## config.mk

```make
export PLATFORM = sky130hd
export DESIGN_NAME = io_subsys_top
export DESIGN_NICKNAME = d
export VERILOG_FILES = /design/src/rtl/io_pkg.sv /design/src/rtl/io_subsys_top.sv /design/src/rtl/jtag_overlay.sv /design/src/rtl/pad_cell.sv /design/src/rtl/pad_attr_regs.sv
export SDC_FILE = /design/constraint.sdc
export NUM_CORES = 1
export LEC_CHECK = 0
export BUFFER_PORTS_ARGS = -buffer_cell sky130_fd_sc_hd__buf_4
export CORE_MARGIN = 3
export CORE_UTILIZATION = 35
export CTS_BUF_LIST = sky130_fd_sc_hd__clkbuf_4 sky130_fd_sc_hd__clkbuf_8 sky130_fd_sc_hd__clkbuf_16
export DETAILED_ROUTE_END_ITERATION = 10
export MAX_ROUTING_LAYER = met4
export SLEW_MARGIN = 20
export SYNTH_ARGS = -nofsm -noshare
export SYNTH_HDL_FRONTEND = slang
export SYNTH_SLANG_ARGS = --single-unit
```

## constraint.sdc

```tcl
create_clock -name clk_i -period 3.45 [get_ports clk_i]
set_clock_uncertainty 0.05 [all_clocks]
set_input_delay 0.69 -clock clk_i [delete_from_list [all_inputs] [get_ports clk_i]]
set_output_delay 0.69 -clock clk_i [all_outputs]
set_load 0.1 [all_outputs]
```

## src/rtl/io_pkg.sv

```systemverilog
// I/O subsystem package
// Pad counts, JTAG pad map, tie-off values and the shared pad structs

`default_nettype none

package io_pkg;

  ////////////////////////////////////////////////////////////////////
  // Pad counts and indices
  ////////////////////////////////////////////////////////////////////

  localparam int num_pads  = 16;
  localparam int pad_idx_w = $clog2(num_pads);  // 4 bits

  localparam int jtag_en_idx = 12;  // Strap pad, high selects JTAG
  localparam int tck_idx     = 8;
  localparam int tms_idx     = 9;   // Shared with an active-low chip select
  localparam int tdi_idx     = 10;
  localparam int tdo_idx     = 11;
  localparam int trst_idx    = 13;

  // Pads taken over while JTAG is active
  localparam logic [num_pads-1:0] jtag_pad_mask =
      (num_pads'(1'b1) << tck_idx) | (num_pads'(1'b1) << tms_idx) |
      (num_pads'(1'b1) << tdi_idx) | (num_pads'(1'b1) << tdo_idx) |
      (num_pads'(1'b1) << trst_idx);

  // Core sees chip select high (inactive) on the TMS pad
  localparam logic [num_pads-1:0] tie_off_values = num_pads'(1'b1) << tms_idx;

  ////////////////////////////////////////////////////////////////////
  // Types
  ////////////////////////////////////////////////////////////////////

  typedef struct packed {
    logic invert;      // Flips out and in
    logic open_drain;  // Drive low only
    logic pull_en;
    logic pull_up;     // 1 = up, 0 = down
  } pad_attr_t;

  // Core drive request toward the pads
  typedef struct packed {
    logic [num_pads-1:0] out;
    logic [num_pads-1:0] oe;
  } pad_core_t;

  typedef struct packed {
    logic tck;
    logic tms;
    logic tdi;
    logic trst_n;
  } jtag_t;

endpackage

`default_nettype wire
```

## src/rtl/io_subsys_top.sv

```systemverilog
// I/O subsystem top level
// Attribute registers, sixteen pad cells and the JTAG overlay mux

`timescale 1ns/100ps
`default_nettype none

module io_subsys_top (
  input  wire logic                          clk_i,
  input  wire logic                          rst_i,
  // Attribute write strobe
  input  wire logic                          attr_we_i,
  input  wire logic [io_pkg::pad_idx_w-1:0]  attr_addr_i,
  input  wire io_pkg::pad_attr_t             attr_wdata_i,
  // Core side
  input  wire io_pkg::pad_core_t             core_req_i,
  output logic [io_pkg::num_pads-1:0]        core_in_o,
  // JTAG side
  output io_pkg::jtag_t                      jtag_o,
  input  wire logic                          jtag_tdo_i,
  output logic                               jtag_active_o,
  // Pin side
  input  wire logic [io_pkg::num_pads-1:0]   pad_in_i,
  input  wire logic [io_pkg::num_pads-1:0]   pad_ext_en_i,
  output logic [io_pkg::num_pads-1:0]        pad_out_o,
  output logic [io_pkg::num_pads-1:0]        pad_oe_o
);

  import io_pkg::*;

  pad_attr_t [num_pads-1:0] pad_attr;
  logic      [num_pads-1:0] cell_out;
  logic      [num_pads-1:0] cell_oe;
  logic      [num_pads-1:0] pad_sync;

  ////////////////////////////////////////////////////////////////////
  // Attribute registers
  ////////////////////////////////////////////////////////////////////

  pad_attr_regs u_attr_regs (
    .clk_i        ( clk_i        ),
    .rst_i        ( rst_i        ),
    .attr_we_i    ( attr_we_i    ),
    .attr_addr_i  ( attr_addr_i  ),
    .attr_wdata_i ( attr_wdata_i ),
    .attr_o       ( pad_attr     )
  );

  ////////////////////////////////////////////////////////////////////
  // Pad cells
  ////////////////////////////////////////////////////////////////////

  for (genvar i = 0; i < num_pads; i++) begin : g_pad
    pad_cell u_pad_cell (
      .clk_i        ( clk_i           ),
      .rst_i        ( rst_i           ),
      .attr_i       ( pad_attr[i]     ),
      .out_i        ( cell_out[i]     ),
      .oe_i         ( cell_oe[i]      ),
      .in_o         ( pad_sync[i]     ),
      .pad_in_i     ( pad_in_i[i]     ),
      .pad_ext_en_i ( pad_ext_en_i[i] ),
      .pad_out_o    ( pad_out_o[i]    ),
      .pad_oe_o     ( pad_oe_o[i]     )
    );
  end

  ////////////////////////////////////////////////////////////////////
  // JTAG overlay
  ////////////////////////////////////////////////////////////////////

  jtag_overlay u_jtag_overlay (
    .core_req_i    ( core_req_i    ),
    .core_in_o     ( core_in_o     ),
    .pad_sync_i    ( pad_sync      ),  // Already two flops deep
    .cell_out_o    ( cell_out      ),
    .cell_oe_o     ( cell_oe       ),
    .jtag_tdo_i    ( jtag_tdo_i    ),
    .jtag_o        ( jtag_o        ),
    .jtag_active_o ( jtag_active_o )
  );

endmodule

`default_nettype wire

```

## src/rtl/jtag_overlay.sv

```systemverilog
// JTAG overlay mux
// Strap pad hands the JTAG pads to the JTAG port and ties off the core side

`timescale 1ns/100ps
`default_nettype none

module jtag_overlay (
  // Core side
  input  wire io_pkg::pad_core_t           core_req_i,
  output logic [io_pkg::num_pads-1:0]      core_in_o,
  // Pad cell side
  input  wire logic [io_pkg::num_pads-1:0] pad_sync_i,
  output logic [io_pkg::num_pads-1:0]      cell_out_o,
  output logic [io_pkg::num_pads-1:0]      cell_oe_o,
  // JTAG port
  input  wire logic                        jtag_tdo_i,
  output io_pkg::jtag_t                    jtag_o,
  output logic                             jtag_active_o
);

  import io_pkg::*;

  logic strap_active;

  ////////////////////////////////////////////////////////////////////
  // Strap decode
  ////////////////////////////////////////////////////////////////////

  // Strap already passed through the cell synchronizer
  assign strap_active  = pad_sync_i[jtag_en_idx];
  assign jtag_active_o = strap_active;

  ////////////////////////////////////////////////////////////////////
  // Output side toward the pad cells
  ////////////////////////////////////////////////////////////////////

  always_comb begin
    cell_out_o = core_req_i.out;
    cell_oe_o  = core_req_i.oe;
    if (strap_active) begin
      // JTAG inputs are released
      cell_out_o[tck_idx]  = 1'b0;
      cell_oe_o[tck_idx]   = 1'b0;
      cell_out_o[tms_idx]  = 1'b0;
      cell_oe_o[tms_idx]   = 1'b0;
      cell_out_o[tdi_idx]  = 1'b0;
      cell_oe_o[tdi_idx]   = 1'b0;
      cell_out_o[trst_idx] = 1'b0;
      cell_oe_o[trst_idx]  = 1'b0;
      // TDO is always driven
      cell_out_o[tdo_idx]  = jtag_tdo_i;
      cell_oe_o[tdo_idx]   = 1'b1;
    end
  end

  ////////////////////////////////////////////////////////////////////
  // Input side toward the core and the JTAG port
  ////////////////////////////////////////////////////////////////////

  always_comb begin
    core_in_o = pad_sync_i;
    jtag_o    = '0;  // Holds TAP in reset when inactive
    if (strap_active) begin
      core_in_o     = (pad_sync_i & ~jtag_pad_mask) | (tie_off_values & jtag_pad_mask);
      jtag_o.tck    = pad_sync_i[tck_idx];
      jtag_o.tms    = pad_sync_i[tms_idx];
      jtag_o.tdi    = pad_sync_i[tdi_idx];
      jtag_o.trst_n = pad_sync_i[trst_idx];
    end
  end

endmodule

`default_nettype wire

```

## src/rtl/pad_cell.sv

```systemverilog
// Single pad cell
// Applies invert, open drain and pull, then synchronizes the input

`timescale 1ns/100ps
`default_nettype none

module pad_cell (
  input  wire logic              clk_i,
  input  wire logic              rst_i,
  input  wire io_pkg::pad_attr_t attr_i,
  // Core side
  input  wire logic              out_i,
  input  wire logic              oe_i,
  output logic                   in_o,
  // Pin side
  input  wire logic              pad_in_i,
  input  wire logic              pad_ext_en_i,
  output logic                   pad_out_o,
  output logic                   pad_oe_o
);

  logic       drive_val;
  logic       pad_val;
  logic       in_raw;
  logic [1:0] sync_q;

  ////////////////////////////////////////////////////////////////////
  // Output path
  ////////////////////////////////////////////////////////////////////

  assign drive_val = out_i ^ attr_i.invert;
  assign pad_out_o = drive_val;

  // Open drain releases the pin instead of driving a one
  assign pad_oe_o = attr_i.open_drain ? (oe_i & ~drive_val) : oe_i;

  ////////////////////////////////////////////////////////////////////
  // Input path
  ////////////////////////////////////////////////////////////////////

  // Resolve the level on the pin
  always_comb begin
    if (pad_ext_en_i) begin
      pad_val = pad_in_i;  // Outside world wins
    end else if (pad_oe_o) begin
      pad_val = drive_val;  // Loopback
    end else begin
      pad_val = attr_i.pull_en & attr_i.pull_up;  // Pull or floating low
    end
  end

  assign in_raw = pad_val ^ attr_i.invert;

  // Two-flop synchronizer
  always_ff @(posedge clk_i) begin
    if (rst_i) begin
      sync_q <= '0;
    end else begin
      sync_q <= {sync_q[0], in_raw};
    end
  end

  assign in_o = sync_q[1];

endmodule

`default_nettype wire

```

## src/rtl/pad_attr_regs.sv

```systemverilog
// Pad attribute register bank
// One attribute word per pad, written by a single-cycle strobe

`timescale 1ns/100ps
`default_nettype none

module pad_attr_regs (
  input  wire logic                                       clk_i,
  input  wire logic                                       rst_i,
  // Write strobe
  input  wire logic                                       attr_we_i,
  input  wire logic [io_pkg::pad_idx_w-1:0]               attr_addr_i,
  input  wire io_pkg::pad_attr_t                          attr_wdata_i,
  // Attributes toward the pad cells
  output io_pkg::pad_attr_t [io_pkg::num_pads-1:0]        attr_o
);

  import io_pkg::*;

  pad_attr_t [num_pads-1:0] attr_q;
  logic      [num_pads-1:0] entry_we;

  ////////////////////////////////////////////////////////////////////
  // Address decode
  ////////////////////////////////////////////////////////////////////

  // One-hot write enable per entry
  always_comb begin
    entry_we = '0;
    if (attr_we_i) begin
      entry_we[attr_addr_i] = 1'b1;
    end
  end

  ////////////////////////////////////////////////////////////////////
  // Storage
  ////////////////////////////////////////////////////////////////////

  // Reset value means plain push-pull pad, no pull
  always_ff @(posedge clk_i) begin
    if (rst_i) begin
      attr_q <= '0;
    end else begin
      for (int i = 0; i < num_pads; i++) begin
        if (entry_we[i]) begin
          attr_q[i] <= attr_wdata_i;  // Visible next cycle
        end
      end
    end
  end

  assign attr_o = attr_q;

endmodule

`default_nettype wire

```

Word level (Yosys, flattened, before mapping)
Index checks and enable logic that the tools add are counted.
{"block": "classes", "mul": 0, "bitwise_logic": 80, "reduce_logical": 1, "addsub": 0, "magnitude_cmp": 2, "eq_ne": 0, "shift": 0, "n_div": 0, "n_mux": 57}
{"op": "$mux 1", "n": 51}
{"op": "$and 1x1->1", "n": 32}
{"op": "$xor 1x1->1", "n": 32}
{"op": "$mux 16", "n": 1}
{"op": "$not 1->1", "n": 16}
{"op": "$mux 14", "n": 1}
{"op": "$mux 4", "n": 3}
{"op": "$lt 4x5->1 const B", "n": 1}
{"op": "$demux 1 s4", "n": 1}
{"op": "$ge 4x1->1 const B", "n": 1}
{"op": "$logic_and 1x1->1", "n": 1}
{"block": "totals", "ram_bits": 0, "elab_cells": 220, "output_inout_bits": 53, "in_bits": 76, "ff_bits": 96, "rom_bits": 0, "latch_bits": 0, "memories": 0}

Depth between registers and ports, before layout
{"block": "logic_depth", "word_depth": 8, "ltp_mapped": 6, "ltp_nobuf": 4}

Hierarchy
From an unflattened synthesis, not the netlist that was laid out.
{"block": "hier_totals", "hier_cells": 578, "hier_area_um2": 5378.9}
{"mod": "pad_attr_regs", "cells_per_inst": 235, "seq_area_each_um2": 1281.2, "n_inst": 1, "area_each_um2": 2547.4}
{"mod": "pad_cell", "cells_per_inst": 18, "seq_area_each_um2": 40.0, "n_inst": 16, "area_each_um2": 151.4}
{"mod": "jtag_overlay", "cells_per_inst": 55, "seq_area_each_um2": 0.0, "n_inst": 1, "area_each_um2": 409.1}

Worst setup path after synthesis
Ideal clock, no wire load.
{"block": "synth_path", "kind": "register to output", "startpoint": "register g_pad[12].u_pad_cell.sync_q[1]", "endpoint": "output core_in_o[10] (netlist name)", "path_slack_ps": 202, "path_stages_with_launch": 4, "arrival_time_ps": 2508, "n_path_buf": 2, "required_time_ps": 2710, "cell_sequence": "dfxtp_1 buf_2 clkbuf_1 nor2b_1"}
{"block": "synth_via", "elab_chain_cells": 1}
{"item": "from (decl)", "line_no": "pad_cell.sv:25", "source": "logic [1:0] sync_q;"}
{"item": "from (signal assigned)", "line_no": "pad_cell.sv:59", "source": "sync_q <= {sync_q[0], in_raw};"}
{"item": "$mux 14", "line_no": "jtag_overlay.sv:63", "source": "if (strap_active) begin"}
{"item": "to (decl)", "line_no": "io_subsys_top.sv:16", "source": "output logic [io_pkg::num_pads-1:0] core_in_o,"}
No other way between the ends.

Worst setup path after layout
{"block": "layout_path", "startpoint": "register g_pad[12].u_pad_cell.sync_q[1]", "endpoint": "output pad_oe_o[11] (netlist name)"}
{"block": "layout_via", "elab_chain_cells": 5, "elab_cells_between_ends": 6, "classes_between": "3 x mux; 3 x bitwise"}
{"item": "$mux 4", "line_no": "jtag_overlay.sv:40", "source": "if (strap_active) begin"}
{"item": "$xor 1x1->1", "line_no": "pad_cell.sv:31", "source": "assign drive_val = out_i ^ attr_i.invert;"}
{"item": "$not 1->1", "line_no": "pad_cell.sv:35", "source": "assign pad_oe_o = attr_i.open_drain ? (oe_i & ~drive_val) : oe_i;"}
{"item": "$and 1x1->1", "line_no": "pad_cell.sv:35"}
{"item": "$mux 1 (*)", "line_no": "pad_cell.sv:35"}
{"item": "to (decl)", "line_no": "io_subsys_top.sv:25", "source": "output logic [io_pkg::num_pads-1:0] pad_oe_o"}
Mark *: on every way between the ends. The rest lies on a longest branch, timed or not.

==> metrics.md <==
| Metric | Value |
|---|---|
| Run status | completed |
| Area delta synth->final | 22.7% |
| CTS resizes | 0 |
| Critical-path maximum fanout | 12 |
| Die width | roughly 120 um |
| CP delay by family, top | flip-flops |
| Pin count of the biggest net entering global routing | 83 |
| Total gr overflow | 0 |
| Unrepaired setup endpoints after global routing | false |
| Post-CTS setup buffer count | 0 |
| Post-Synthesis Cells | 549 |
| CTS tree | yes |
| Final TNS setup | 0 ns |
| Slew margin rel. | 0.450 |
| Initial core utilization | 0.366 |
| Worst path bufs/invs | 1 |
| Nets | 698 |
| Multi-input gate area | ~2300 um2 |
| Commonest non-fill, non-tap cells in the layout | buf_4, dfxtp_1, nor2_1 |
| Clk slew on worst S/H paths | 0.06 ns |
| CTS root buffer | clkbuf_16 |
| Total number of vias | 3866 |
| Synthesis-stage register bit count | 96 |
| Max Cap Violations | 0 |
| Pwr/cell area | 465 nW/um2 |
| Crit path launch type | flip-flop |
| Gpl congestion | 0.797 |
| Final Hold Fails | 0 |
| Top cells by area, synth | dfxtp_1, mux2i_1, buf_4 |
| Synth cell types | 33 |
| Period utilization | 0.725 |
| Seq/Total Area, Yosys | 0.408 |
| Most common cell after layout, fill and taps aside | buf_4 |
| DRT Pass-1 Iters | 4 |
| CP max stage cell | dfxtp_1 |
| Die Y-Extent | 122 um |
| Tmin final | between 2 and 3 ns |
| Total CTS buffers | 9 |
| Synth Warn # | 0 |
| Fillers | 1251 |
| Total GRT Usage | 0.155 |
| Hold_buf cts | 0 |
| Slew @ Worst Pin | 0.826 ns |
| # clock sinks | 96 |
| FP Rows | 41 |
| Antenna diodes | 0 |
| Number of remaining DRC errors | 0 |
| Lkg Pwr | 2.55 nW |
| Port bufs | 128 |
| Vias in the first global route | approximately 3800 |
| Max Buffers Root-to-Sink | 2 |
| Achievable Freq | 400 MHz |
| Share of cells above drive strength 1 | 0.248 |
| Core ar. | 12900 um2 |
| Worst Setup Path Type | flip-flop to primary output |
| HPWL Detailed | 8.11 mm |
| Die area | about 15000 um2 |
| Worst VDD drop | approximately 0.28 mV |
| Drt initial violations | 139 |
| Leading area contributor after synthesis | dfxtp_1 |
| Delay of the slowest critical-path stage | 0.57 ns |
| CP required | 2.71 ns |
| Net Count, Synth | 625 |
| Clock latency on the worst-skew pair | 0.33 ns |
| Final max-slew violation count | 0 |
| Drt total wl | 11.2 mm |
| Setup slack, reg-to-reg | 1.63 ns |
| Reg area | 1920 um2 |
| Initial antenna violation count | 0 |
| CP Capture Type | primary output |
| Vias per cell | 4.84 |
| Critical Path AT | 1.76 ns |
| H-tree depth | 3 |
| Crit-path cells | nor3b_1 -> o32ai_1 -> nand2_1 -> buf_4 |
| ANT nets after route | 0 |
| Mapped Area | 4720 um2 |
| Top cell type's share of synthesized area | 0.408 |
| Fin Hold WS | ~0.38 ns |
| Endpoints failing setup | 0 |
| Drt wl/cell | around 14 um |
| First-pass GRT wire length | between 15 and 20 mm |
| I/O pin cnt | roughly 130 |
| Syn Area/Cell | 8.59 um2 |
| Hold/Removal Path Class | flip-flop to flip-flop |
registers in the layout, summed over array words and instances (netlist names):
name and cells:
g_pad.u_pad_cell.sync_q 32, u_attr_regs.attr_o 64
per-layer routing:
layer  wire (um)  vias up  global-route usage
met1        5140     1786               0.193
met4         269        0              0.0637
met5           0        -                   -
met2        5190      106               0.247
li1            -     1957                   -
met3         569       17              0.0292
area by class of cell:
class	instances	share of cell area
Sequential cell	96	0.332
Clock inverter	3	0.00735
Inverter	11	0.00713
Multi-Input combinational cell	373	0.403
Timing Repair Buffer	131	0.170
Tap cell	172	0.0372
Clock buffer	12	0.0439
logic make-up (layout without fill, tap and decap cells):
kind of cell    Yosys count  in the layout  share of synthesized area
flops                    96             96                      0.408
simple gates            210            210                      0.235
xor+xnor                 20             20                     0.0371
compound gates          101            101                      0.131
buf+inv                  80            157                     0.0984
mux                      42             42                     0.0902
synth_stat cells:
cell and count:
a2111oi_0 1, a21bo_2 1, a21boi_0 11, a21oi_1 32, a221oi_1 11, a2bb2oi_1 4
and2_1 15, and3b_1 12, buf_2 2, buf_4 43, clkbuf_1 24, dfxtp_1 96
inv_1 11, mux2_2 4, mux2i_1 38, nand2_1 48, nand2b_1 23, nand3_1 9
nand3b_1 2, nor2_1 52, nor2b_1 25, nor3_2 3, nor3b_1 4, nor4bb_1 2
o21ai_0 35, o21bai_1 1, o31a_1 4, o32ai_1 1, or2_2 1, or3_1 13
or4_1 1, xnor2_1 16, xor2_1 4
worst paths after layout:
path,startpoint,end,cells after the start
worst min register to register,g_pad[8].u_pad_cell.sync_q[0],g_pad[8].u_pad_cell.sync_q[1],1
worst min-delay path,g_pad[8].u_pad_cell.sync_q[0],g_pad[8].u_pad_cell.sync_q[1],1
worst max register to register,g_pad[12].u_pad_cell.sync_q[1],g_pad[13].u_pad_cell.sync_q[0],5
worst max-delay path,g_pad[12].u_pad_cell.sync_q[1],pad_oe_o[11],4
power by group:
group          switching (mW)  total (mW)  internal (mW)
sequential             0.0132        1.15           1.14
clock                   0.390       0.982          0.592
combinational           0.386       0.556          0.170
total                   0.789        2.69           1.90
per-stage QoR:
stage	total power, mW	instances	worst slack [ns]	area (um2)	util
after detailed placement	1.74	783	1.03	5490	0.426
after global placement	1.73	783	1.04	5490	0.426
final	2.69	798	0.949	5790	0.450
after floorplan	1.61	549	0.202	4720	-
after global routing	2.80	798	0.818	5790	0.450
after CTS	2.73	798	0.947	5790	0.450
Note: power is estimated with default switching activity, not from simulation.
